--- src/logic/riffa_settings.svh ---
`ifndef RIFFA_SETTINGS_SVH
`define RIFFA_SETTINGS_SVH

// Core dimensions
`define RIFFA_NUM_CHNL 2
`define RIFFA_ADDR_W 32
`define RIFFA_LEN_W 10
`define RIFFA_REG_ADDR_W 8
`define RIFFA_REG_DATA_W 32

// Max outstanding read requests
`define RIFFA_CREDIT_W 4

// Reported in the settings word
`define RIFFA_DATA_W_CODE 4

// Cycles rstOut stays high after a trigger
`define RIFFA_RST_STRETCH 5

// Register map
`define RIFFA_REG_SETTINGS 8'h00
`define RIFFA_REG_VECTOR 8'h01
`define RIFFA_REG_CHNL_BASE 8'h10

`endif
--- src/logic/riffaPkg.sv ---
`include "riffa_settings.svh"

package riffaPkg;

    // Tag carries the channel number, never narrower than one bit
    localparam int TagW = (`RIFFA_NUM_CHNL > 1) ? $clog2(`RIFFA_NUM_CHNL) : 1;

    typedef logic [`RIFFA_ADDR_W-1:0] addrT;
    typedef logic [`RIFFA_LEN_W-1:0] lenT;

    typedef logic [`RIFFA_REG_ADDR_W-1:0] regAddrT;
    typedef logic [`RIFFA_REG_DATA_W-1:0] regDataT;

    typedef logic [TagW-1:0] tagT;
    typedef logic [`RIFFA_NUM_CHNL-1:0] chnlMaskT;

    typedef logic [`RIFFA_CREDIT_W-1:0] creditT;

    // Channel read-request engine
    typedef enum logic [1:0] {
        IDLE,
        PEND,
        WAIT
    } chnlStateT;

endpackage

--- src/logic/hostRegs.sv ---
`timescale 1ns/1ns
`include "riffa_settings.svh"

module hostRegs (
    input  logic               CLK,
    input  logic               arstN,
    input  logic               rstIn,
    input  logic               wrReq,
    input  riffaPkg::regAddrT  wrAddr,
    input  riffaPkg::regDataT  wrData,
    input  logic               rdReq,
    input  riffaPkg::regAddrT  rdAddr,
    input  logic               busMasterEnable,
    input  logic [5:0]         linkWidth,
    input  logic [2:0]         maxReadReq,
    input  logic [2:0]         maxPayload,
    input  riffaPkg::chnlMaskT vector,
    output logic               rdValid,
    output riffaPkg::regDataT  rdData,
    output riffaPkg::regDataT  chnlData,
    output riffaPkg::chnlMaskT addrWr,
    output riffaPkg::chnlMaskT lenWr,
    output logic               vectorRd,
    output logic               softRst
);
    localparam int NumChnl = `RIFFA_NUM_CHNL;

    logic [`RIFFA_RST_STRETCH-1:0] stretch;
    logic                          settingsRd;
    riffaPkg::regDataT             settingsWord;
    riffaPkg::chnlMaskT            addrHit;
    riffaPkg::chnlMaskT            lenHit;

    assign settingsWord = {11'd0, 4'(`RIFFA_DATA_W_CODE), maxPayload, maxReadReq,
                           linkWidth, busMasterEnable, 4'(`RIFFA_NUM_CHNL)};

    assign settingsRd = rdReq && (rdAddr == `RIFFA_REG_SETTINGS);
    // Vector clears on the same edge that samples it for rdData
    assign vectorRd = rdReq && (rdAddr == `RIFFA_REG_VECTOR);

    // Two registers per channel, address first
    always_comb begin
        for (int c = 0; c < NumChnl; c++) begin
            addrHit[c] = wrReq && (wrAddr == riffaPkg::regAddrT'(`RIFFA_REG_CHNL_BASE + 2 * c));
            lenHit[c] = wrReq && (wrAddr == riffaPkg::regAddrT'(`RIFFA_REG_CHNL_BASE + 2 * c + 1));
        end
    end

    always_ff @(posedge CLK or negedge arstN) begin
        if (!arstN) begin
            addrWr <= '0;
            lenWr <= '0;
            rdValid <= 1'b0;
            stretch <= '1;
        end else begin
            addrWr <= addrHit;
            lenWr <= lenHit;
            rdValid <= rdReq;
            // Any trigger restarts the full stretch
            if (rstIn || settingsRd) begin
                stretch <= '1;
            end else begin
                stretch <= stretch << 1;
            end
        end
    end

    always_ff @(posedge CLK) begin
        chnlData <= wrData;
        if (rdReq) begin
            case (rdAddr)
                `RIFFA_REG_SETTINGS: rdData <= settingsWord;
                `RIFFA_REG_VECTOR: rdData <= riffaPkg::regDataT'(vector);
                default: rdData <= '0;
            endcase
        end
    end

    assign softRst = stretch[`RIFFA_RST_STRETCH-1];

endmodule

--- config.mk ---
export PLATFORM = sky130hd
export DESIGN_NAME = hostRegs
export DESIGN_NICKNAME = d
export VERILOG_FILES = /design/src/logic/riffaPkg.sv /design/src/logic/hostRegs.sv
export VERILOG_INCLUDE_DIRS = /design/src /design/src/logic
export SDC_FILE = /design/constraint.sdc
export NUM_CORES = 1
export LEC_CHECK = 0
export BUFFER_PORTS_ARGS = -buffer_cell sky130_fd_sc_hd__buf_2
export CORE_UTILIZATION = 42
export CTS_BUF_LIST = sky130_fd_sc_hd__clkbuf_4 sky130_fd_sc_hd__clkbuf_8 sky130_fd_sc_hd__clkbuf_16
export CTS_CLUSTER_DIAMETER = 120
export DETAILED_ROUTE_END_ITERATION = 6
export PLACE_DENSITY = 0.93
export SLEW_MARGIN = 20
export SYNTH_ARGS = -nofsm -noshare
export SYNTH_HDL_FRONTEND = slang
export SYNTH_SLANG_ARGS = --single-unit
export TNS_END_PERCENT = 50
--- constraint.sdc ---
create_clock -name CLK -period 2.8 [get_ports CLK]
set_input_delay 0.56 -clock CLK [delete_from_list [all_inputs] [get_ports CLK]]
set_output_delay 0.56 -clock CLK [all_outputs]
set_load 0.01 [all_outputs]
==> summary.txt <==
Detailed routing
  • First-pass detailed-route iteration total: 3
  • DR DRC count: 0
  • Final ANT Viol Nets: 0
  • Via density: 4.37
  • DR vias: 1,389
  • Routed wire length: 4010 um
  • Drt wl/cell: 12.6 um
  • Starting DRT DRC Count: 84

Critical path
  • Crit path required time: 2240 ps
  • R2R cell count: 2
  • WS Path Type: input pin to output port
  • Crit Reg-Reg Startpoint: stretch[2]
  • WP data arrival: ~1700 ps
  • Critical Path Source Type: input pin
  • Reg-to-reg slack, setup: about 2100 ps
  • Crit path capture type: output port
  • Worst reg2reg path endpoint: stretch[3]
  • CP Max Fanout: 2

Layout
  • Layout area overhead: 45.6%
  • Finished Layout Cells: approximately 320
  • Nets: 331
  • # fillers: 306
  • Layout cells sized above 1: 0.537
  • Diode count: 0

Synth
  • Cell count after synthesis: 135
  • Post-Synth XOR/XNOR Area: 0
  • Synth Area in Simple Gates: 0.0945
  • Netlist cell types: 17
  • Post-Syn Area: 1810 um^2
  • Seq/Total Area, Yosys: 0.760
  • Complex-gate fraction of the synthesized area: 0.0207
  • Multiplexer share of the synthesized area: 0
  • Post-synthesis adder-cell area fraction: 0
  • Average size of a mapped cell: about 13 um^2
  • Ys Warns: 0
  • Flops & latches, synth: 58
  • Largest family of logic cells by synthesized area: buffers and inverters

Global routing
  • Grt total ovfl: 0
  • Global-route wire length before repair: 5690 um
  • Vias in the first global route: 1,315
  • Largest net degree at the start of global routing: 22
  • Initial antenna violation count: 0
  • GRT Util Overall: 0.183

Floorplan
  • Die Wd: 67.7 um
  • Die Height: 67.7 um
  • Ports: 139
  • Core area: 4090 um^2
  • Die area: 4580 um^2
  • Initial Util: 0.444
  • Standard-cell row count: 23

Pwr
  • Peak supply drop: 0.520 mV
  • Power Total: 1.93 mW
  • Pleak: roughly 1.3 nW
  • Pwr/cell area: around 730 nW/um^2

Placed design
  • Placer Congestion: 0.734
  • Post-DP HPWL: 3030 um
  • I/O Buffers: 122
  • Number of cells after detailed placement: 302

Timing
  • Max frequency: 450 MHz
  • Setup TNS: 0 ps
  • Final setup vio count: 0
  • Least-Margin Pin Slew: between 600 and 700 ps
  • Max-slew violations: 0
  • Max-slew headroom at the worst pin: 0.590
  • Post-route minimum period: 2220 ps
  • Final hold vios: 0
  • Crit share post-route: 0.794
  • Final Skew: 2.03 ps
  • RSZ-0062 raised after global routing: false

Clock network
  • CTS H-tree lvls: 3
  • Number of CTS-inserted buffers: 9
  • Clock-pin transition on the worst setup and hold timing paths: 60 ps
  • Clock Latency Late Sink: 320 ps
  • Post-CTS Hold Buffers: 0
  • CTS resizes: 0
  • Post-CTS Setup Inserts: 0
  • CTS Root Cell: clkbuf_8
  • Clock sinks: 58
  • CTS tree: done
  • Clk buf depth: 2

Min path
  • Hold Crit Class: input pin to asynchronous set/reset pin

Job
  • Max cap viols: 0

Outcome
  • Outcome: complete, no violations
worst max-delay path, stage by stage:
cell    delay, ps
buf_2          90
or4_1         580
nor4_1        260
buf_2         180
cell families (layout without fill, tap and decap cells):
group / Yosys count / count (layout)
buffers and inverters: 40 / 158
AND/OR/NAND/NOR: 31 / 31
AO/OA/AOI/OAI: 5 / 5
flip-flops: 58 / 58
other: 1 / 16
registers in the layout, summed over array words and instances (netlist names):
name	flops
rdData	16
lenWr	2
stretch	5
chnlData	32
addrWr	2
rdValid	1
how the worst max path moves through the flow:
stage / startpoint / endpoint / slack (ps) / depth (start not counted)
after floorplan: rdAddr[5] / vectorRd / 500 / 4
after global placement: rdAddr[5] / vectorRd / 550 / 4
after detailed placement: rdAddr[5] / vectorRd / 560 / 4
after CTS: rdAddr[5] / vectorRd / 560 / 4
after global routing: rdAddr[5] / vectorRd / 530 / 4
final: rdAddr[5] / vectorRd / 580 / 4
cells in the mapped netlist:
cell type	number	area share
nor2b_1	1	0.0035
buf_4	16	0.066
nand4bb_1	1	0.0062
dfxtp_1	32	0.35
buf_2	4	0.011
o31ai_1	5	0.021
or4_1	2	0.0083
conb_1	1	0.0021
dfstp_2	5	0.072
nor2_1	5	0.010
nor4_1	6	0.021
buf_6	1	0.0062
or3_1	2	0.0069
edfxtp_1	16	0.27
dfrtp_1	5	0.069
inv_1	19	0.039
nor3_1	14	0.039
through the flow:
step	setup slack [ps]	area, um^2	utilization	hold WS [ps]
finish	578	2640	0.646	94.6
global placement	554	2400	0.587	431
global route	529	2640	0.646	95.1
CTS	559	2640	0.646	90.9
detailed placement	564	2400	0.587	436
floorplan	499	1870	-	264
layout make-up:
class                      count  area [um^2]  area share
sequential                    58         1380       0.522
timing repair buffer         123          618       0.234
multi-input combinational     52          269       0.102
clock buffer                  14          203      0.0768
inverter                      19         71.3      0.0270
tap                           50         62.6      0.0237
clock inverter                 2         38.8      0.0147
per-layer routing:
metal  vias up  global-route usage  part of all wire
li1        671                   -                 -
met1       631               0.187              0.38
met2        81               0.306              0.52
met3         6              0.0777             0.082
met4         0               0.112             0.015
met5         -                   0                 0
report_power, final:
| group | leakage [nW] | internal [mW] | switching [mW] | total [mW] |
|---|---|---|---|---|
| clock network | 0.124 | 0.565 | 0.311 | 0.877 |
| logic | 0.669 | 0.0631 | 0.0768 | 0.140 |
| registers | 0.542 | 0.905 | 0.0102 | 0.915 |
layout by cell type (no fill, tap or decap):
master,netlist,routed
buf_2,4,122
buf_4,16,1
bufinv_16,0,1
clkbuf_16,0,2
clkbuf_4,0,2
clkbuf_8,0,10
clkinv_4,0,1
conb_1,1,16
dfrtp_1,5,5
dfstp_2,5,5
dfxtp_1,32,32
edfxtp_1,16,16
inv_1,19,19
nand4bb_1,1,1
nor2_1,5,5
nor2b_1,1,1
nor3_1,14,14
nor4_1,6,6
o31ai_1,5,5
or3_1,2,2
or4_1,2,2
(Power assumes the default switching activity.)
