===== src/logic/riffa_settings.svh =====
`ifndef RIFFA_SETTINGS_SVH
`define RIFFA_SETTINGS_SVH

// Core dimensions
`define RIFFA_NUM_CHNL 2
`define RIFFA_ADDR_W 32
`define RIFFA_LEN_W 10
`define RIFFA_REG_ADDR_W 8
`define RIFFA_REG_DATA_W 32

// Max outstanding read requests
`define RIFFA_CREDIT_W 4

// Reported in the settings word
`define RIFFA_DATA_W_CODE 4

// Cycles rstOut stays high after a trigger
`define RIFFA_RST_STRETCH 5

// Register map
`define RIFFA_REG_SETTINGS 8'h00
`define RIFFA_REG_VECTOR 8'h01
`define RIFFA_REG_CHNL_BASE 8'h10

`endif

===== src/logic/riffaPkg.sv =====
`include "riffa_settings.svh"

package riffaPkg;

    // Tag carries the channel number, never narrower than one bit
    localparam int TagW = (`RIFFA_NUM_CHNL > 1) ? $clog2(`RIFFA_NUM_CHNL) : 1;

    typedef logic [`RIFFA_ADDR_W-1:0] addrT;
    typedef logic [`RIFFA_LEN_W-1:0] lenT;

    typedef logic [`RIFFA_REG_ADDR_W-1:0] regAddrT;
    typedef logic [`RIFFA_REG_DATA_W-1:0] regDataT;

    typedef logic [TagW-1:0] tagT;
    typedef logic [`RIFFA_NUM_CHNL-1:0] chnlMaskT;

    typedef logic [`RIFFA_CREDIT_W-1:0] creditT;

    // Channel read-request engine
    typedef enum logic [1:0] {
        IDLE,
        PEND,
        WAIT
    } chnlStateT;

endpackage


===== src/logic/creditFlowCtrl.sv =====
`timescale 1ns/1ns

module creditFlowCtrl (
    input  logic             CLK,
    input  logic             arstN,
    input  logic             softRst,
    input  riffaPkg::creditT maxOutstanding,
    input  logic             reqFire,
    input  logic             cplDone,
    output logic             spaceAvail
);
    riffaPkg::creditT count;
    logic             cplTake;

    // Stray completions never drive the count below zero
    assign cplTake = cplDone && (count != '0);

    // Count includes the request parked in the arbiter
    assign spaceAvail = (count < maxOutstanding);

    always_ff @(posedge CLK or negedge arstN) begin
        if (!arstN) begin
            count <= '0;
        end else if (softRst) begin
            count <= '0;
        end else if (reqFire && !cplTake) begin
            count <= count + 1'b1;
        end else if (!reqFire && cplTake) begin
            count <= count - 1'b1;
        end
    end

endmodule


===== config.mk =====
export PLATFORM = sky130hd
export DESIGN_NAME = creditFlowCtrl
export DESIGN_NICKNAME = d
export VERILOG_FILES = /design/src/logic/riffaPkg.sv /design/src/logic/creditFlowCtrl.sv
export VERILOG_INCLUDE_DIRS = /design/src /design/src/logic
export SDC_FILE = /design/constraint.sdc
export NUM_CORES = 1
export LEC_CHECK = 0
export ABC_AREA = 0
export BUFFER_PORTS_ARGS = -buffer_cell sky130_fd_sc_hd__buf_2
export CORE_AREA = 2 2 39 41
export CTS_BUF_LIST = sky130_fd_sc_hd__clkbuf_8
export DETAILED_ROUTE_END_ITERATION = 10
export DIE_AREA = 0 0 41 43
export PLACE_DENSITY = 0.52
export SKIP_LAST_GASP = 1
export SLEW_MARGIN = 20
export SYNTH_ARGS = -nofsm -noshare
export SYNTH_HDL_FRONTEND = slang
export SYNTH_SLANG_ARGS = --single-unit

===== constraint.sdc =====
create_clock -name CLK -period 6.15 [get_ports CLK]
set_clock_uncertainty 0.1 [all_clocks]
set_input_delay 0.615 -clock CLK [delete_from_list [all_inputs] [get_ports CLK]]
set_output_delay 0.615 -clock CLK [all_outputs]
set_load 0.005 [all_outputs]

==> insert_results.sql <==
INSERT INTO impl_metrics (metric_group, metric, value, unit) VALUES
('grt', 'grt_max_degree', '6', ''),
('sta', 'max_freq', '423', 'MHz'),
('setup_path', 'crit_fanout', '5', ''),
('sta', 'layout_worst_path_cycle_share', '38.5', '%'),
('cells_and_area', 'top_regs', 'count (4)', ''),
('floorplan', 'die_area', '1760', 'um^2'),
('floorplan', 'core_area', '1380', 'um^2'),
('routing', 'first_iter_violations', '2', ''),
('power', 'powerDensity', '508', 'nW/um^2'),
('clocking', 'cts_tree', 'yes', ''),
('logic_synthesis', 'synthAdderAreaFrac', '20.8', '%'),
('floorplan', 'core_rows', '14', ''),
('setup_path', 'cp.arrival', '2.39', 'ns'),
('grt', 'grt_pass1_vias', '297', ''),
('clocking', 'clkTransAtPathRegs', '0.03', 'ns'),
('sta', 'final.setup.tns', '0', 'ns'),
('routing', 'totalWireLength', '734', 'um'),
('logic_synthesis', 'compound_gate_portion_of_the_synthesized_area', '23.3', '%'),
('logic_synthesis', 'synthTopCellsByArea', 'sky130_fd_sc_hd__dfrtp_1 (25%), sky130_fd_sc_hd__ha_1 (16%), sky130_fd_sc_hd__o41ai_4 (6.9%), sky130_fd_sc_hd__inv_1 (5.7%), sky130_fd_sc_hd__fa_1 (5.0%)', ''),
('power', 'vdd.ir_drop.worst', '0.000239', 'V'),
('cells_and_area', 'layout.nets', '71', ''),
('logic_synthesis', 'synth_nets', '57', ''),
('logic_synthesis', 'average_size_of_a_mapped_cell', '9.44', 'um^2'),
('routing', 'routed_wire_length_per_instance', '10.5', 'um'),
('place', 'io_buffer_count', '9', ''),
('sta', 'final.min_clock_period', '2.37', 'ns'),
('logic_synthesis', 'synth_flop_cell', 'sky130_fd_sc_hd__dfrtp_1', ''),
('power', 'static-leakage-power', '0.264', 'nW'),
('clocking', 'clockBufferDepth', '2', ''),
('logic_synthesis', 'synth.top_cell.area_share', '25.2', '%'),
('run_status', 'outcome', 'complete, no violations', ''),
('logic_synthesis', 'post-synth-top-area-cell', 'sky130_fd_sc_hd__dfrtp_1', ''),
('logic_synthesis', 'synth-simple-area-share', '13.9', '%'),
('floorplan', 'die_height', '43', 'um'),
('logic_synthesis', 'ys_seq_elements', '4', ''),
('logic_synthesis', 'post_synth_mux_area_share', '2.52', '%'),
('cells_and_area', 'largest_register_ff_count', '4', ''),
('sta', 'worst_slew_margin_rel', '72.3', '%'),
('place', 'detail_placement_hpwl', '603', 'um'),
('grt', 'global_route_wire_length_before_repair', '1.24', 'mm'),
('grt', 'antenna_found_initial', '0', ''),
('sta', 'setup_violations', '0', ''),
('grt', 'global_route.overflow_total', '0', ''),
('sta', 'tightestPinTransition', '0.414', 'ns'),
('logic_synthesis', 'synth.distinct_cells', '20', ''),
('cells_and_area', 'registers.top_by_ff_count', 'count', ''),
('logic_synthesis', 'postSynthCellCount', '42', ''),
('floorplan', 'initial_utilization', '28.7', '%'),
('run', 'max_cap_violations', '0', ''),
('routing', 'num_vias', '320', ''),
('logic_synthesis', 'sequential_to_total_area_share_from_yosys_stat', '25.2', '%'),
('routing', 'detail_route.vias_per_cell', '4.57', ''),
('cells_and_area', 'area.growth.synth_to_final', '26.8', '%'),
('cells_and_area', 'antenna_cells_inserted', '0', ''),
('sta', 'final_max_slew_viols', '0', ''),
('worst_hold_path', 'timing.hold.worst.class', 'input pin to asynchronous set/reset pin', ''),
('setup_path', 'r2r_setup_slack', '3.78', 'ns'),
('routing', 'drt.antenna.violating_nets', '0', ''),
('logic_synthesis', 'ys_async_sr_fraction', '100', '%'),
('clocking', 'cts_repair_resize_count', '0', ''),
('clocking', 'postCtsSetupBuffers', '0', ''),
('logic_synthesis', 'synth.most_common_cell', 'sky130_fd_sc_hd__inv_1', ''),
('setup_path', 'end_kind', 'register', ''),
('clocking', 'cts_made_buffers', '3', ''),
('clocking', 'clk-insertion-delay-late', '0.22', 'ns'),
('clocking', 'cts_hold_buf', '0', ''),
('grt', 'grt_use_total', '10.3', '%'),
('power', 'total_chip_power', '0.255', 'mW'),
('clocking', 'ctsHtreeMaxLevel', '1', ''),
('logic_synthesis', 'dominant_combinational_cell_family_by_area_after_synthesis', 'compound AO/OA/AOI/OAI gates', ''),
('floorplan', 'die_w', '41', 'um');
report_power, final:
| group | switching [mW] | leakage, nW | internal, mW |
|---|---|---|---|
| sequential | 0.0234 | 0.0525 | 0.0392 |
| combinational | 0.0689 | 0.190 | 0.0696 |
| clock | 0.0126 | 0.0216 | 0.0416 |
| total | 0.105 | 0.264 | 0.150 |
layout make-up:
| type | count | area share [%] |
|---|---|---|
| tap | 16 | 3.98 |
| timing repair buffer | 9 | 8.96 |
| multi-input combinational | 32 | 54.5 |
| sequential | 4 | 19.9 |
| clock buffer | 3 | 8.21 |
| inverter | 6 | 4.48 |
kinds of logic after synthesis:
group           count (synthesis)
flops                           4
xor+xnor                        3
buf+inv                         6
mux                             1
compound gates                 10
simple gates                   12
fa+ha+maj                       6
worst max-delay path, stage by stage (launching register included):
cell and delay, ns:
sky130_fd_sc_hd__dfrtp_1 0.44, sky130_fd_sc_hd__o41ai_4 0.51, sky130_fd_sc_hd__nand2_1 0.17, sky130_fd_sc_hd__ha_1 0.35, sky130_fd_sc_hd__a21oi_1 0.24, sky130_fd_sc_hd__and2_1 0.19
sky130_fd_sc_hd__o21ai_0 0.09, sky130_fd_sc_hd__o211ai_1 0.18
cells in the final DEF (no fill, tap or decap):
cell type / netlist / routed
sky130_fd_sc_hd__a211oi_2: 1 / 1
sky130_fd_sc_hd__and2_1: 1 / 1
sky130_fd_sc_hd__ha_1: 5 / 5
sky130_fd_sc_hd__o211ai_1: 1 / 1
sky130_fd_sc_hd__a31oi_1: 1 / 1
sky130_fd_sc_hd__o41ai_4: 1 / 1
sky130_fd_sc_hd__a21oi_1: 2 / 2
sky130_fd_sc_hd__nand2_1: 2 / 2
sky130_fd_sc_hd__o21ai_0: 1 / 1
sky130_fd_sc_hd__xnor2_1: 2 / 2
sky130_fd_sc_hd__nand3_1: 2 / 2
sky130_fd_sc_hd__fa_1: 1 / 1
sky130_fd_sc_hd__inv_1: 6 / 6
sky130_fd_sc_hd__mux2i_1: 1 / 1
sky130_fd_sc_hd__nand2b_1: 2 / 2
sky130_fd_sc_hd__a221oi_1: 1 / 1
sky130_fd_sc_hd__buf_2: 0 / 9
sky130_fd_sc_hd__xnor2_2: 1 / 1
sky130_fd_sc_hd__a21o_1: 2 / 2
sky130_fd_sc_hd__clkbuf_8: 0 / 3
sky130_fd_sc_hd__nor2_1: 5 / 5
sky130_fd_sc_hd__dfrtp_1: 4 / 4
stage by stage:
stage          hold WS [ns]  utilization [%]  cells  worst slack [ns]  cell area (um^2)
2_1_floorplan         0.219                -     42              4.03               397
3_3_place_gp          0.325             33.4     67              3.85               462
3_5_place_dp          0.324             33.4     67              3.82               462
4_1_cts              0.0961             36.3     70              3.80               503
5_1_grt               0.102             36.3     70              3.62               503
6_report             0.0964             36.3     70              3.78               503
routing by layer:
layer / track usage, % / vias to the layer above / wire length (um)
met5: 0 / - / 0
met4: 0 / 0 / 0
met3: 6.28 / 0 / 67
met2: 14.4 / 12 / 338
met1: 14.2 / 138 / 329
li1: - / 170 / -
path summary, 6_finish.rpt:
check                      cells after the start  startpoint        to
max                                            7    count[1]  count[3]
min                                            1       arstN  count[0]
max reg2reg                                    7    count[1]  count[3]
min reg2reg                                    2    count[2]  count[2]
max in group asynchronous                      1       arstN  count[3]
min in group CLK                               2     softRst  count[1]
Power figures use the tool's default switching activity.
