`src/logic/riffa_settings.svh`:
```
`ifndef RIFFA_SETTINGS_SVH
`define RIFFA_SETTINGS_SVH

// Core dimensions
`define RIFFA_NUM_CHNL 2
`define RIFFA_ADDR_W 32
`define RIFFA_LEN_W 10
`define RIFFA_REG_ADDR_W 8
`define RIFFA_REG_DATA_W 32

// Max outstanding read requests
`define RIFFA_CREDIT_W 4

// Reported in the settings word
`define RIFFA_DATA_W_CODE 4

// Cycles rstOut stays high after a trigger
`define RIFFA_RST_STRETCH 5

// Register map
`define RIFFA_REG_SETTINGS 8'h00
`define RIFFA_REG_VECTOR 8'h01
`define RIFFA_REG_CHNL_BASE 8'h10

`endif
```
`src/logic/riffaPkg.sv`:
```
`include "riffa_settings.svh"

package riffaPkg;

    // Tag carries the channel number, never narrower than one bit
    localparam int TagW = (`RIFFA_NUM_CHNL > 1) ? $clog2(`RIFFA_NUM_CHNL) : 1;

    typedef logic [`RIFFA_ADDR_W-1:0] addrT;
    typedef logic [`RIFFA_LEN_W-1:0] lenT;

    typedef logic [`RIFFA_REG_ADDR_W-1:0] regAddrT;
    typedef logic [`RIFFA_REG_DATA_W-1:0] regDataT;

    typedef logic [TagW-1:0] tagT;
    typedef logic [`RIFFA_NUM_CHNL-1:0] chnlMaskT;

    typedef logic [`RIFFA_CREDIT_W-1:0] creditT;

    // Channel read-request engine
    typedef enum logic [1:0] {
        IDLE,
        PEND,
        WAIT
    } chnlStateT;

endpackage

```
`src/logic/intrCtrl.sv`:
```
`timescale 1ns/1ns

module intrCtrl (
    input  logic               CLK,
    input  logic               arstN,
    input  logic               softRst,
    input  riffaPkg::chnlMaskT chnlDone,
    input  logic               vectorRd,
    input  logic               msiEnable,
    input  logic               msiRdy,
    output riffaPkg::chnlMaskT vector,
    output logic               msiRequest
);
    logic msiSent;

    always_ff @(posedge CLK or negedge arstN) begin
        if (!arstN) begin
            vector <= '0;
        end else if (softRst) begin
            vector <= '0;
        end else if (vectorRd) begin
            // New done pulses survive the clear
            vector <= chnlDone;
        end else begin
            vector <= vector | chnlDone;
        end
    end

    // One MSI per nonzero period of the vector
    always_ff @(posedge CLK or negedge arstN) begin
        if (!arstN) begin
            msiRequest <= 1'b0;
            msiSent <= 1'b0;
        end else if (softRst) begin
            msiRequest <= 1'b0;
            msiSent <= 1'b0;
        end else if (msiRequest) begin
            if (msiRdy) begin
                msiRequest <= 1'b0;
                msiSent <= 1'b1;
            end
        end else if (msiSent) begin
            if (vector == '0) msiSent <= 1'b0;
        end else if ((vector != '0) && msiEnable) begin
            msiRequest <= 1'b1;
        end
    end

endmodule

```
`config.mk`:
```
export PLATFORM = sky130hd
export DESIGN_NAME = intrCtrl
export DESIGN_NICKNAME = d
export VERILOG_FILES = /design/src/logic/riffaPkg.sv /design/src/logic/intrCtrl.sv
export VERILOG_INCLUDE_DIRS = /design/src /design/src/logic
export SDC_FILE = /design/constraint.sdc
export NUM_CORES = 1
export LEC_CHECK = 0
export BUFFER_PORTS_ARGS = -buffer_cell sky130_fd_sc_hd__buf_2
export CAP_MARGIN = 10
export CORE_AREA = 2 2 39 41
export CTS_BUF_LIST = sky130_fd_sc_hd__clkbuf_4 sky130_fd_sc_hd__clkbuf_8 sky130_fd_sc_hd__clkbuf_16
export DETAILED_ROUTE_END_ITERATION = 6
export DIE_AREA = 0 0 41 43
export GPL_TIMING_DRIVEN = 0
export PLACE_DENSITY = 0.38
export SYNTH_ARGS = -nofsm -noshare
export SYNTH_HDL_FRONTEND = slang
export SYNTH_SLANG_ARGS = --single-unit
```
`constraint.sdc`:
```
create_clock -name CLK -period 3.3 [get_ports CLK]
set_input_delay 0.66 -clock CLK [delete_from_list [all_inputs] [get_ports CLK]]
set_output_delay 0.66 -clock CLK [all_outputs]
set_load 0.005 [all_outputs]
```
==> impl_results.md, run 1 <==
- Status: completed
- Hold Buf Count CTS: 0
- Initial core utilization: 12.4%
- Mux cell area share after synthesis: 0%
- Share of layout cells above drive strength 1: 43.3%
- Hold crit path type: primary input to asynchronous set/reset pin
- Vias/cell: 3.67
- Crit path max fanout: 4
- Reg clk slew, reported paths: 0.04 ns
- Worst-skew pair later-pin latency: 0.24 ns
- Slowest-stage cell, CP: dfrtp_1
- Synthesized area: 171 sq um
- CP peak stage delay: 0.40 ns
- Fin cells: 46
- Max-slew headroom: 84.5%
- Core Util, Final: 19.1%
- CP top delay family: flip-flops
- Worst EP required: 2.64 ns
- Ant. Diodes: 0
- Worst r2r src: msiRequest$_DFF_PN0_
- Synth top area cells: dfrtp_1 58%, a21oi_1 8.8%, nand2b_1 7.3%
- Crit path DAT: 0.77 ns
- Post-Synth XOR/XNOR Area: 0%
- Switching share of power: 22.8%
- Via count: 169
- Flop pwr share: 42.1%
- Clock Path Buffers: 2
- Clock Sinks: 4
- Clk pwr share: 47.7%
- Psw: 29.5 uW
- Setup-violating endpoint count in the final report: 0
- Final worst setup slack: 1.87 ns
- Combinational share of power: 10.2%
- Synth cell types: 8
- Ports: 11
- Total die area: 1760 sq um
- Largest net degree at the start of global routing: 6
- Worst-Margin Slew: 0.231 ns
- Yosys warnings: 0
- Clock skew: 0.00260 ns
- Crit Path Class: register to output pin
- GRT overflow: 0
- Die width: 41 um
- CTS tree: built
- WL per Instance: 9.07 um
- Post-CTS resize count: 0
- Number of global-route vias before repair: 164
- Worst Path Buf+Inv: 1
- Final TNS setup: 0 ns
- Synthesized flop and latch total: 4
- First-pass GRT wire length: 662 um
- Vert. Die Dim: 43 um
- Syn nets: 25
- Synth Area in Adders: 0%
- Reg-to-reg endpoint: msiRequest$_DFF_PN0_
- GR Util All Layers: 6.67%
- Depth of the worst register-to-register path: 2
- Max-slew violations: 0
- Post-synth top area cell: dfrtp_1
- Share of the synthesized area in the top cell type: 58.4%
- Setup Buffers After CTS: 0
- First-pass DRT Iterations: 2
- Cell-internal power: 100 uW
- Final hold violations: 0
- Crit path launch: vector[1]$_DFF_PN0_
- Syn_area_per_cell: 10.1 sq um
- Pwr dens: 492 nW/um^2
- Layout Nets: 40
- DRC: 0
- Crit path cell chain: buf_2
- Area grow syn2layout: 54.0%
- Placed Cells incl. Taps: 43
- Flop-to-flop setup slack: 2.16 ns
- Largest family of logic cells by synthesized area: compound AO/OA/AOI/OAI gates
- Place WS: 1.77 ns
- Achievable frequency: 697 MHz
- Tmin final: 1.43 ns
- Max-cap violations: 0
- Sequential share of the synthesized area: 58.4%
- Core Box Area: 1380 sq um
- Leakage: 0.135 nW
- GPL Wtd Cong: 0.599
- Initial antenna violation count: 0
- Worst Setup End Kind: output pin
- Tot Pwr: 130 uW
- Post-Route WL: 417 um
- Port-buffer cells: 10
- 1st-iter DRT viols: 1
- Tcrit/Tclk final: 43.5%
- Critical Path Source Type: register
- Number of H-tree levels: 1
- VDD IR max: 0.228 mV
- Post-Syn Instances: 17
- Fraction of the mapped netlist area in simple logic gates: 15.3%
- # rows: 14
- Root buffer cell: clkbuf_4
- Complex-gate fraction of the synthesized area: 19.7%
- RSZ-0062 raised after global routing: no
- TritonCTS buffer count: 3
- Antenna-violating nets left: 0
per-stage QoR:
stage	area, sq um	hold slack (ns)
after floorplan	171	0.364
after global placement	241	0.466
after detailed placement	241	0.468
after CTS	264	0.215
after global routing	264	0.215
final	264	0.219
power by group through the flow:
stage	registers, mW	logic (mW)	clock network (mW)
finish	0.0546	0.0133	0.0618
global route	0.0553	0.0149	0.0681
CTS	0.0547	0.0135	0.0638
detailed placement	0.0554	0.0134	0
global placement	0.0550	0.0128	0
floorplan	0.0552	0.00453	0
kinds of logic (layout without fill, tap and decap cells):
kind of cell           after synthesis  count (layout)
buffers and inverters                3              16
and+or+nand+nor                      4               4
DFF                                  4               4
AOI/OAI and AO/OA                    6               6
layout by cell type, fill, tap and decap left out, drive strengths merged:
master	netlist	layout
inv	3	3
or4b	1	1
o32ai	1	1
o21ai	2	2
buf	0	10
nand2b	2	2
a21oi	3	3
clkbuf	0	3
nor2	1	1
dfrtp	4	4
state kept, by name, summed over array words and instances, names as in the netlist:
name,count
msiSent,1
msiRequest,1
vector,2
cell type report:
class / instances / area [sq um]
well taps: 16 / 20.0
multi-input cells: 10 / 60.1
fillers: 160 / 1120
flip-flops and latches: 4 / 100
clock buffers: 3 / 22.5
inverters: 3 / 11.3
repair buffers: 10 / 50.0
per-layer routing:
| metal | part of all wire (%) | vias up | track usage, % |
|---|---|---|---|
| li1 | - | 84 | - |
| met1 | 44 | 70 | 7.54 |
| met2 | 33 | 13 | 6.25 |
| met3 | 22 | 2 | 7.33 |
| met4 | 1.4 | 0 | 6.00 |
| met5 | 0 | - | 0 |
worst max path at each step:
stage,endpoint,slack [ns],depth (start not counted)
2_1_floorplan,msiRequest$_DFF_PN0_,1.95,2
3_3_place_gp,msiRequest$_DFF_PN0_,1.81,3
3_5_place_dp,msiRequest$_DFF_PN0_,1.77,3
4_1_cts,vector[0],1.85,1
5_1_grt,vector[1],1.83,1
6_report,vector[1],1.87,1
synth_stat cells:
cell type,count
dfrtp_1,4
a21oi_1,3
inv_1,3
nand2b_1,2
o21ai_0,2
nor2_1,1
o32ai_1,1
or4b_1,1
Note: power is estimated with default switching activity, not from simulation.
==> run 2: changes to the inputs <==
==> constraint.sdc (replaced) <==
create_clock -name CLK -period 1.39 [get_ports CLK]
set_input_delay 0.278 -clock CLK [delete_from_list [all_inputs] [get_ports CLK]]
set_output_delay 0.278 -clock CLK [all_outputs]
set_load 0.005 [all_outputs]
==> run 2 against run 1 <==
Clock power rose by 140%. Clock-buffer cell count did not move. Utilization rose by 0.72 points. Sequential cell count did not move. Die area did not move. Largest cell class unchanged.
==> impl_results.md, run 2 (synthesized netlist as in run 1, its figures left out) <==
- Status: completed (unchanged)
- Largest net degree at the start of global routing: 6 (unchanged)
- Slowest-stage cell, CP: or4b_1 (was dfrtp_1)
- Pwr dens: 1130 nW/um^2 (was 492 nW/um^2)
- Achievable frequency: 880 MHz
- Max-slew headroom: 84.5% (unchanged)
- Fillers: 161 (was 160)
- Crit Path Class: register to register (was register to output pin)
- Worst r2r src: msiRequest$_DFF_PN0_ (unchanged)
- Vias/cell: 3.64 (was 3.67)
- Max-slew violations: 0 (unchanged)
- Tmin final: 1.14 ns
- Leakage: 0.140 nW (was 0.135 nW)
- Post-CTS resize count: 0 (unchanged)
- WL per Instance: 9.09 um (was 9.07 um)
- Final TNS setup: 0 ns (unchanged)
- First-pass DRT Iterations: 2 (unchanged)
- Worst EP required: 1.52 ns (was 2.64 ns)
- Ant. Diodes: 0 (unchanged)
- Place WS: 0.245 ns (was 1.77 ns)
- Hold EP: msiRequest$_DFF_PN0_
- DRC: 0 (unchanged)
- Max-cap violations: 0 (unchanged)
- Post-Route WL: 427 um (was 417 um)
- First-pass GRT wire length: 662 um (unchanged)
- Multi-input gate area: 60.1 sq um (unchanged)
- CP peak stage delay: 0.52 ns (was 0.40 ns)
- Largest register FFs: 2 (unchanged)
- Antenna-violating nets left: 0 (unchanged)
- Setup-violating endpoint count in the final report: 0 (unchanged)
- Regs by FF count: vector: 2 flops, msiRequest: 1 flops, msiSent: 1 flops (unchanged)
- Flop-to-flop setup slack: 0.25 ns (was 2.16 ns)
- VDD IR max: 0.541 mV (was 0.228 mV)
- Worst-Margin Slew: 0.231 ns (unchanged)
- GRT overflow: 0 (unchanged)
- Initial core utilization: 12.4% (unchanged)
- Register area: 100 sq um (unchanged)
- Critical Path Source Type: register (unchanged)
- Placed Cells incl. Taps: 43 (unchanged)
- Crit path cell chain: or4b_1 > o32ai_1 (was buf_2)
- Crit path DAT: 1.27 ns (was 0.77 ns)
- Reg clk slew, reported paths: 0.04 ns (about the same)
- CP top delay family: simple AND/OR/NAND/NOR gates (was flip-flops)
- Crit path max fanout: 4 (unchanged)
- Reg-to-reg endpoint: msiRequest$_DFF_PN0_ (unchanged)
- Final hold violations: 0 (unchanged)
- Die width: 41 um (unchanged)
- Tcrit/Tclk final: 81.7%
- Design area: 274 sq um (was 264 sq um)
- Worst Path Buf+Inv: 0 (was 1)
- Depth of the worst register-to-register path: 2 (unchanged)
- GR Util All Layers: 6.67% (unchanged)
- Share of layout cells above drive strength 1: 41.9% (was 43.3%)
- RSZ-0062 raised after global routing: no (unchanged)
- Fin cells: 47 (was 46)
- Hold crit path type: primary input to register (was primary input to asynchronous set/reset pin)
- Area grow syn2layout: 59.9% (was 54.0%)
- Root buffer cell: clkbuf_4 (unchanged)
- Clock Path Buffers: 2 (unchanged)
- Via count: 171 (was 169)
- Final worst setup slack: 0.254 ns (was 1.87 ns)
- Biggest register: vector (unchanged)
- CTS tree: built (unchanged)
- Number of H-tree levels: 1 (unchanged)
- # rows: 14 (unchanged)
- Worst-skew pair later-pin latency: 0.24 ns (about the same)
- Initial antenna violation count: 0 (unchanged)
- Vert. Die Dim: 43 um (unchanged)
- Core Box Area: 1380 sq um (unchanged)
- Most common cell after layout, fill and taps aside: buf_2 (unchanged)
- Clock skew: 0.00260 ns (unchanged)
- Clock Sinks: 4 (unchanged)
- Ports: 11 (unchanged)
- 1st-iter DRT viols: 1 (unchanged)
- Commonest non-fill, non-tap cells in the layout: 10 x buf_2, 4 x dfrtp_1, 3 x inv_1, 3 x a21oi_1, 3 x clkbuf_4 (unchanged)
- Number of global-route vias before repair: 164 (unchanged)
- Hold Path Depth: 2
- GPL Wtd Cong: 0.599 (unchanged)
- Layout Nets: 41 (was 40)
- Placed Area: 241 sq um (unchanged)
- TritonCTS buffer count: 3 (unchanged)
- Hold Startpoint: msiRdy
- Total die area: 1760 sq um (unchanged)
- Worst Setup End Kind: register (was output pin)
- Port-buffer cells: 10 (unchanged)
## run 2: worst max path at each step
stage / startpoint / slack (ns) / depth (start not counted) / endpoint
2_1_floorplan: msiRequest$_DFF_PN0_ / 0.30 / 2 / msiRequest$_DFF_PN0_
3_3_place_gp: softRst / 0.28 / 3 / msiRequest$_DFF_PN0_
3_5_place_dp: softRst / 0.24 / 3 / msiRequest$_DFF_PN0_
4_1_cts: msiRequest$_DFF_PN0_ / 0.24 / 2 / msiRequest$_DFF_PN0_
5_1_grt: msiRequest$_DFF_PN0_ / 0.22 / 2 / msiRequest$_DFF_PN0_
6_report: msiRequest$_DFF_PN0_ / 0.25 / 2 / msiRequest$_DFF_PN0_
## run 2: layout make-up
| cell class | count | share of cell area [%] |
|---|---|---|
| clock buffers | 3 | 8.22 |
| inverters | 3 | 4.11 |
| well taps | 16 | 7.31 |
| flip-flops and latches | 4 | 36.5 |
| multi-input cells | 10 | 21.9 |
| repair buffers | 11 | 21.9 |
## run 2: stage by stage
stage	util, %	total power [mW]	hold WS (ns)
floorplan	-	0.142	-0.0176
global placement	17.5	0.161	0.0837
detailed placement	17.5	0.163	0.0857
CTS	19.8	0.316	0.246
global route	19.8	0.331	0.240
finish	19.8	0.310	0.245
## run 2: report_power, final
part	total (mW)	internal, mW	switching (mW)
logic	0.0338	0.0192	0.0146
registers	0.130	0.124	0.00585
clock network	0.147	0.0968	0.0501
## run 2: per-layer routing
metal	global-route usage, %	part of all wire (%)
met5	0	0
met1	7.87	46
met3	6.81	19
met2	6.25	33
met4	6.00	1.4
## run 2: what timing repair did
item                      in CTS  in global routing
hold endpoints to repair       4                  0
hold buffers                   1                  0
setup buffers                  0                  0
