**config.mk**
```make
export PLATFORM = sky130hd
export DESIGN_NAME = chnlReqEngine
export DESIGN_NICKNAME = d
export VERILOG_FILES = /design/src/logic/riffaPkg.sv /design/src/logic/chnlReqEngine.sv
export VERILOG_INCLUDE_DIRS = /design/src /design/src/logic
export SDC_FILE = /design/constraint.sdc
export NUM_CORES = 1
export LEC_CHECK = 0
export BUFFER_PORTS_ARGS = -buffer_cell sky130_fd_sc_hd__buf_2
export CORE_ASPECT_RATIO = 0.75
export CORE_UTILIZATION = 35
export CTS_CLUSTER_SIZE = 20
export DETAILED_ROUTE_END_ITERATION = 12
export GPL_TIMING_DRIVEN = 0
export HOLD_SLACK_MARGIN = 0.06
export PLACE_DENSITY_LB_ADDON = 0.3
export SLEW_MARGIN = 10
export SYNTH_ARGS = -nofsm -noshare
export SYNTH_HDL_FRONTEND = slang
export SYNTH_SLANG_ARGS = --single-unit
```
**constraint.sdc**
```tcl
create_clock -name CLK -period 1.7 [get_ports CLK]
set_input_delay 0.34 -clock CLK [delete_from_list [all_inputs] [get_ports CLK]]
set_output_delay 0.34 -clock CLK [all_outputs]
set_load 0.02 [all_outputs]
```
**src/logic/riffa_settings.svh**
```systemverilog
`ifndef RIFFA_SETTINGS_SVH
`define RIFFA_SETTINGS_SVH

// Core dimensions
`define RIFFA_NUM_CHNL 2
`define RIFFA_ADDR_W 32
`define RIFFA_LEN_W 10
`define RIFFA_REG_ADDR_W 8
`define RIFFA_REG_DATA_W 32

// Max outstanding read requests
`define RIFFA_CREDIT_W 4

// Reported in the settings word
`define RIFFA_DATA_W_CODE 4

// Cycles rstOut stays high after a trigger
`define RIFFA_RST_STRETCH 5

// Register map
`define RIFFA_REG_SETTINGS 8'h00
`define RIFFA_REG_VECTOR 8'h01
`define RIFFA_REG_CHNL_BASE 8'h10

`endif
```
**src/logic/riffaPkg.sv**
```systemverilog
`include "riffa_settings.svh"

package riffaPkg;

    // Tag carries the channel number, never narrower than one bit
    localparam int TagW = (`RIFFA_NUM_CHNL > 1) ? $clog2(`RIFFA_NUM_CHNL) : 1;

    typedef logic [`RIFFA_ADDR_W-1:0] addrT;
    typedef logic [`RIFFA_LEN_W-1:0] lenT;

    typedef logic [`RIFFA_REG_ADDR_W-1:0] regAddrT;
    typedef logic [`RIFFA_REG_DATA_W-1:0] regDataT;

    typedef logic [TagW-1:0] tagT;
    typedef logic [`RIFFA_NUM_CHNL-1:0] chnlMaskT;

    typedef logic [`RIFFA_CREDIT_W-1:0] creditT;

    // Channel read-request engine
    typedef enum logic [1:0] {
        IDLE,
        PEND,
        WAIT
    } chnlStateT;

endpackage

```
**src/logic/chnlReqEngine.sv**
```systemverilog
`timescale 1ns/1ns

module chnlReqEngine #(
    parameter int chnlIdx = 0
) (
    input  logic              CLK,
    input  logic              arstN,
    input  logic              softRst,
    input  riffaPkg::regDataT chnlData,
    input  logic              addrWr,
    input  logic              lenWr,
    input  logic              grant,
    input  logic              cplDone,
    input  riffaPkg::tagT     cplTag,
    output logic              reqPend,
    output riffaPkg::addrT    reqAddr,
    output riffaPkg::lenT     reqLen,
    output logic              done
);
    riffaPkg::chnlStateT state;
    logic                cplHit;

    assign cplHit = cplDone && (cplTag == riffaPkg::tagT'(chnlIdx));
    assign reqPend = (state == riffaPkg::PEND);
    // Only a completion for an issued request counts
    assign done = (state == riffaPkg::WAIT) && cplHit;

    always_ff @(posedge CLK or negedge arstN) begin
        if (!arstN) begin
            state <= riffaPkg::IDLE;
        end else if (softRst) begin
            state <= riffaPkg::IDLE;
        end else begin
            case (state)
                riffaPkg::IDLE: if (lenWr) state <= riffaPkg::PEND;
                riffaPkg::PEND: if (grant) state <= riffaPkg::WAIT;
                riffaPkg::WAIT: if (cplHit) state <= riffaPkg::IDLE;
                default: state <= riffaPkg::IDLE;
            endcase
        end
    end

    // Length is locked once the request is accepted
    always_ff @(posedge CLK) begin
        if (addrWr) begin
            reqAddr <= riffaPkg::addrT'(chnlData);
        end
        if (lenWr && (state == riffaPkg::IDLE)) begin
            reqLen <= riffaPkg::lenT'(chnlData);
        end
    end

endmodule

```
==> results of run 1 <==
## sequential cells by signal, indices dropped and copies added, names as in the netlist
register / cells
reqAddr: 32
reqLen: 10
state: 2
## cells in the final DEF (no fill, tap or decap)
| cell | instances |
|---|---|
| buf_2 | 83 |
| edfxtp_1 | 42 |
| clkbuf_8 | 5 |
| dfrtp_1 | 2 |
| nor2b_4 | 1 |
| nand2b_1 | 1 |
| nor3b_1 | 1 |
| nor3b_2 | 1 |
| inv_1 | 1 |
| mux2i_1 | 1 |
| nor3_1 | 1 |
| nand3b_1 | 1 |
| nand2_2 | 1 |
| a21oi_2 | 1 |
| clkinv_1 | 1 |
| clkinvlp_4 | 1 |
| clkbuf_1 | 1 |
| dlygate4sd3_1 | 1 |
## through the flow
stage	setup TNS, ns	setup slack, ns	utilization	total power, mW
3_3_place_gp	-3.90	-0.390	0.501	1.58
4_1_cts	0	0.0619	0.527	2.20
3_5_place_dp	0	0.0644	0.502	1.59
5_1_grt	0	0.00324	0.527	2.27
2_1_floorplan	0	0.0549	-	1.45
6_report	0	0.105	0.527	2.17
## path summary, 6_finish.rpt
| kind | startpoint | endpoint | slack, ns | depth (start not counted) |
|---|---|---|---|---|
| max in group asynchronous | arstN | state[0]$_DFFE_PN0P_ | 1.24 | 2 |
| max reg2reg | state[1]$_DFFE_PN0P_ | reqLen[8]$_DFFE_PP_ | 0.11 | 1 |
| max | state[1]$_DFFE_PN0P_ | reqLen[8]$_DFFE_PP_ | 0.11 | 1 |
| min reg2reg | state[1]$_DFFE_PN0P_ | state[0]$_DFFE_PN0P_ | 0.60 | 1 |
| min in group asynchronous | arstN | state[1]$_DFFE_PN0P_ | 0.36 | 2 |
| min | softRst | state[1]$_DFFE_PN0P_ | 0.22 | 2 |
## area by class of cell
class                   count  share of cell area
repair buffers             84               0.216
clock buffers               6              0.0369
inverters                   1             0.00191
well taps                  52              0.0331
multi-input cells           9              0.0394
flip-flops and latches     44               0.667
clock inverters             2             0.00573
## routing by layer
metal	track usage	wire, um
met1	0.115	875
met2	0.216	1320
met3	0.0682	239
met4	0.0728	36
met5	0	0
## kinds of logic (layout without fill, tap and decap cells)
logic type | after synthesis | count (layout) | synth area share
AO/OA/AOI/OAI | 1 | 1 | 0.00631
buffers and inverters | 1 | 93 | 0.00270
AND/OR/NAND/NOR | 7 | 7 | 0.0388
flip-flops | 44 | 44 | 0.945
multiplexers | 1 | 1 | 0.00721
## power by group
group          internal, mW  total, mW  leakage, nW  switching, mW
logic                0.0930      0.263        0.361          0.170
registers              1.28       1.30        0.435         0.0208
clock network         0.285      0.604       0.0388          0.320
## repair_timing
action | CTS | global route
endpoints found under the hold margin | 2 | 0
hold buffers | 1 | 0
resized for setup | 0 | 0
## Yosys cell counts
cell,n
edfxtp_1,42
nor3_1,1
nor3b_1,2
nand3b_1,1
a21oi_2,1
nor2b_4,1
nand2_2,1
nand2b_1,1
dfrtp_1,2
mux2i_1,1
inv_1,1
==> metrics.md, run 1 <==
| Metric | Value |
|---|---|
| Critical path startpoint category | `register` |
| Slew Limit Fails | `0` |
| Wire per inst | `12.5 um` |
| YS warnings | `0` |
| Area share of the largest cell type after synthesis | `0.909` |
| Leading post-synthesis cells by cell area | `edfxtp_1 (91%), dfrtp_1 (3.6%), nor3b_1 (1.1%), nor2b_4 (0.99%), mux2i_1 (0.72%)` |
| Clock tree buffer depth | `2` |
| Initial antenna violation count | `0` |
| Clock latency on the worst-skew pair | `0.28 ns` |
| Cell Count, Final, Fillers Out | `198` |
| Num CTS Buffers | `5` |
| Crit path kind | `reg -> reg` |
| Placed Area | `1870 um2` |
| Routed Antenna Nets | `0` |
| Peak Freq | `627 MHz` |
| GP Congestion | `0.727` |
| First-pass GRT wire length | `3580 um` |
| Fin crit share | `0.938` |
| Mapped Nets | `94` |
| Drt pass-1 iters | `4` |
| Die area | `4220 um2` |
| Multi-input gate area | `77.6 um2` |
| Fillers | `332` |
| Ratio of cells with drive above 1 in the final layout | `0.637` |
| Critical path peak fanout | `10` |
| CP max-delay cell | `nor3b_2` |
| Sequential cell area | `1310 um2` |
| Final Cell Area | `1970 um2` |
| Register area share after synthesis | `0.945` |
| Pin count of the biggest net entering global routing | `33` |
| Pwr dens | `1100 nW/um2` |
| Initial Util | `0.372` |
| Vias in the first global route | `818` |
| Area leader, netlist | `edfxtp_1` |
| Height of the die | `56.5 um` |
| Slew headroom | `0.393` |
| Chip Width | `74.7 um` |
| WL final | `2470 um` |
| FP Rows | `19` |
| Antenna diodes | `0` |
| Number of max-cap violations | `0` |
| Hold Slack | `0.222 ns` |
| Worst vdd ir | `0.000728 V` |
| Initial DRC Count | `24` |
| Outcome | `complete, no violations` |
| Post-synthesis average cell area | `25.7 um2` |
| Clk slew on worst S/H paths | `0.07 ns` |
| Req. time, crit path | `1.61 ns` |
| Synth Cell Area | `1390 um2` |
| H-tree Lvls | `2` |
| Count of cell types in the netlist | `11` |
| Tightest Hold Check Type | `in -> reg` |
| Core Box Area | `3730 um2` |
| RSZ-0062 raised after global routing | `false` |
| Clock skew | `0.00490 ns` |
| DRC | `0` |
| Slew @ Worst Pin | `0.906 ns` |
| Vias | `814` |
| Crit-path leading delay family | `simple AND/OR/NAND/NOR gates` |
| CTS Root Cell | `clkbuf_8` |
| Worst path cell trace | `nor3b_2` |
| Final setup viols | `0` |
| CP Buf/Inv Count | `0` |
| # IOs | `84` |
| TritonCTS clock tree | `yes` |
| Inst Count DP | `189` |
| Vias/cell | `4.11` |
| Crit path largest cell delay | `0.76 ns` |
| Global route total overflow | `0` |
| Setup crit end kind | `register` |
| PortBufs | `83` |
| Synth Register Bits | `44` |
| Post-Synthesis Cells | `54` |
| # nets final | `185` |
| Crit path time final | `1.59 ns` |
| Setup bufs post-CTS | `0` |
| P&R area growth vs syn | `41.7%` |
| Crit path DAT | `1.50 ns` |
| Endpoints failing hold | `0` |
| Clk sinks | `44` |
| Leakage | `0.836 nW` |
| Total GRT Usage | `0.126` |
| DP HPWL | `1830 um` |
No activity file was read; power rests on OpenSTA's default activity.
==> run 2: changes to the inputs <==
--- a/config.mk
+++ b/config.mk
@@ -7,14 +7,16 @@
 export NUM_CORES = 1
 export LEC_CHECK = 0
 export BUFFER_PORTS_ARGS = -buffer_cell sky130_fd_sc_hd__buf_2
+export CELL_PAD_IN_SITES_DETAIL_PLACEMENT = 0
+export CELL_PAD_IN_SITES_GLOBAL_PLACEMENT = 1
 export CORE_ASPECT_RATIO = 0.75
-export CORE_UTILIZATION = 35
+export CORE_UTILIZATION = 30
 export CTS_CLUSTER_SIZE = 20
 export DETAILED_ROUTE_END_ITERATION = 12
+export GPL_ROUTABILITY_DRIVEN = 0
 export GPL_TIMING_DRIVEN = 0
 export HOLD_SLACK_MARGIN = 0.06
 export PLACE_DENSITY_LB_ADDON = 0.3
-export SLEW_MARGIN = 10
 export SYNTH_ARGS = -nofsm -noshare
 export SYNTH_HDL_FRONTEND = slang
 export SYNTH_SLANG_ARGS = --single-unit
==> run 2 against run 1 <==
  * Hold slack worse by 0.0022 ns
  * Via count is 5.3% higher
  * Non-clock buffer count stayed put
  * Routed wire length is 6.4% higher
  * Total power is 1.2% higher
  * Critical endpoint is now reqLen[4]$_DFFE_PP_
==> metrics.md, run 2 (synthesis gave the netlist of run 1 again) <==
| Metric | Value |
|---|---|
| Outcome | `complete, no violations` |
| Num CTS Buffers | `5` |
| Crit. path cell count | `1` |
| Critical path peak fanout | `10` |
| Commonest non-fill, non-tap cell in the layout | `buf_2` |
| Core Box Area | `4440 um2` |
| Critical R2R Capture | `reqLen[4]$_DFFE_PP_` |
| Register with the most flip-flops | `reqAddr` |
| WL final | `2620 um` |
| Hold Path Origin | `chnlData[13]` |
| CTS Root Cell | `clkbuf_8` |
| FP Rows | `21` |
| Global route total overflow | `0` |
| WHS Endpoint | `reqAddr[13]$_DFFE_PP_` |
| Vias/cell | `4.22` |
| Crit path time final | `1.52 ns` |
| Slew @ Worst Pin | `0.815 ns` |
| Endpoints failing hold | `0` |
| Internal reg-to-reg setup slack | `0.18 ns` |
| DP HPWL | `1920 um` |
| P&R area growth vs syn | `42.5%` |
| Clk slew on worst S/H paths | `0.08 ns` |
| # IOs | `84` |
| Crit-path leading delay family | `simple AND/OR/NAND/NOR gates` |
| Biggest regs | `reqAddr: 32 flops, reqLen: 10 flops, state: 2 flops` |
| Worst vdd ir | `0.000386 V` |
| DR WL met3 | `333 um` |
| PortBufs | `83` |
| First-pass GRT wire length | `3440 um` |
| Peak Freq | `660 MHz` |
| Initial DRC Count | `47` |
| # nets final | `185` |
| Fin crit share | `0.891` |
| Clock skew | `0.00754 ns` |
| Max FFs per register | `32` |
| DRC | `0` |
| Clock latency on the worst-skew pair | `0.29 ns` |
| Die area | `4900 um2` |
| Reg-to-Reg Start | `state[1]$_DFFE_PN0P_` |
| Total GRT Usage | `0.101` |
| Setup crit end kind | `register` |
| Reg2Reg Depth | `1` |
| Final setup viols | `0` |
| Routed met2 length | `1210 um` |
| Height of the die | `60.9 um` |
| Vias | `857` |
| Post-cts gate resize count | `0` |
| Vias in the first global route | `713` |
| Drt pass-1 iters | `3` |
| Crit path largest cell delay | `0.69 ns` |
| Tightest Hold Check Type | `in -> reg` |
| Tot Pwr | `2.19 mW` |
| Initial Util | `0.312` |
| Chip Width | `80.5 um` |
| Crit path DAT | `1.43 ns` |
| Req. time, crit path | `1.62 ns` |
| Pin count of the biggest net entering global routing | `33` |
| Wl on met1 | `1050 um` |
| Ratio of cells with drive above 1 in the final layout | `0.651` |
| Slew headroom | `0.454` |
| Fillers | `411` |
| Wire per inst | `12.9 um` |
| RSZ-0062 raised after global routing | `false` |
| CP Buf/Inv Count | `0` |
| Most frequent cells in the layout | `buf_2 (83), edfxtp_1 (42), clkbuf_8 (5)` |
| H-tree Lvls | `2` |
| DR top layer | `met4` |
| Clk sinks | `44` |
| Routed Antenna Nets | `0` |
| Clock tree buffer depth | `2` |
| Hold Path Depth | `1` |
| Number of max-cap violations | `0` |
| Initial antenna violation count | `0` |
| Critical path startpoint category | `register` |
| Slew Limit Fails | `0` |
| Pwr dens | `1110 nW/um2` |
| TritonCTS clock tree | `yes` |
| Crit path kind | `reg -> reg` |
| Fin Setup TNS | `0 ns` |
| Hold Slack | `0.219 ns` |
| Antenna diodes | `0` |
| Worst path cell trace | `nor3b_2` |
| CP max-delay cell | `nor3b_2` |
| Leakage | `0.845 nW` |
==> run 2: area by class of cell <==
| type | instances | area, um2 | area share |
|---|---|---|---|
| Timing Repair Buffer | 84 | 425 | 0.215 |
| Clock buffer | 5 | 68.8 | 0.0348 |
| Clock inverter | 3 | 18.8 | 0.00949 |
| Sequential cell | 44 | 1310 | 0.663 |
| Tap cell | 57 | 71.3 | 0.0361 |
| Inverter | 1 | 3.75 | 0.00190 |
| Multi-Input combinational cell | 9 | 77.6 | 0.0392 |
==> run 2: worst max-delay path by stage <==
stage | from | endpoint | slack, ns
final | state[1]$_DFFE_PN0P_ | reqLen[4]$_DFFE_PP_ | 0.18
after global routing | state[0]$_DFFE_PN0P_ | reqLen[4]$_DFFE_PP_ | 0.06
after CTS | state[0]$_DFFE_PN0P_ | reqLen[6]$_DFFE_PP_ | 0.1
after detailed placement | state[0]$_DFFE_PN0P_ | reqLen[5]$_DFFE_PP_ | 0.10
after global placement | state[1]$_DFFE_PN0P_ | reqLen[1]$_DFFE_PP_ | -0.51
after floorplan | state[1]$_DFFE_PN0P_ | reqLen[0]$_DFFE_PP_ | 0.05
==> run 2: timing repair <==
item,in CTS,in global routing
hold buffers,1,0
hold endpoints to repair,2,0
setup buffers,0,0
==> run 2: where the power goes <==
group	internal [mW]	leakage (nW)	switching, mW	total (mW)
logic	0.0931	0.361	0.170	0.263
registers	1.28	0.435	0.0222	1.30
clock network	0.286	0.0479	0.343	0.629
total	1.66	0.845	0.535	2.19
==> run 2: per-layer routing <==
layer | GRT usage | vias to the layer above
met2 | 0.155 | 51
li1 | - | 396
met4 | 0.0612 | 0
met5 | 0 | -
met3 | 0.0466 | 5
met1 | 0.117 | 405
==> run 2: per-stage QoR <==
stage	utilization	setup slack, ns	cells	cell area [um2]
after floorplan	-	0.0549	54	1390
after global placement	0.422	-0.514	194	1870
after detailed placement	0.423	0.100	194	1880
after CTS	0.445	0.0983	203	1980
after global routing	0.445	0.0614	203	1980
final	0.445	0.185	203	1980
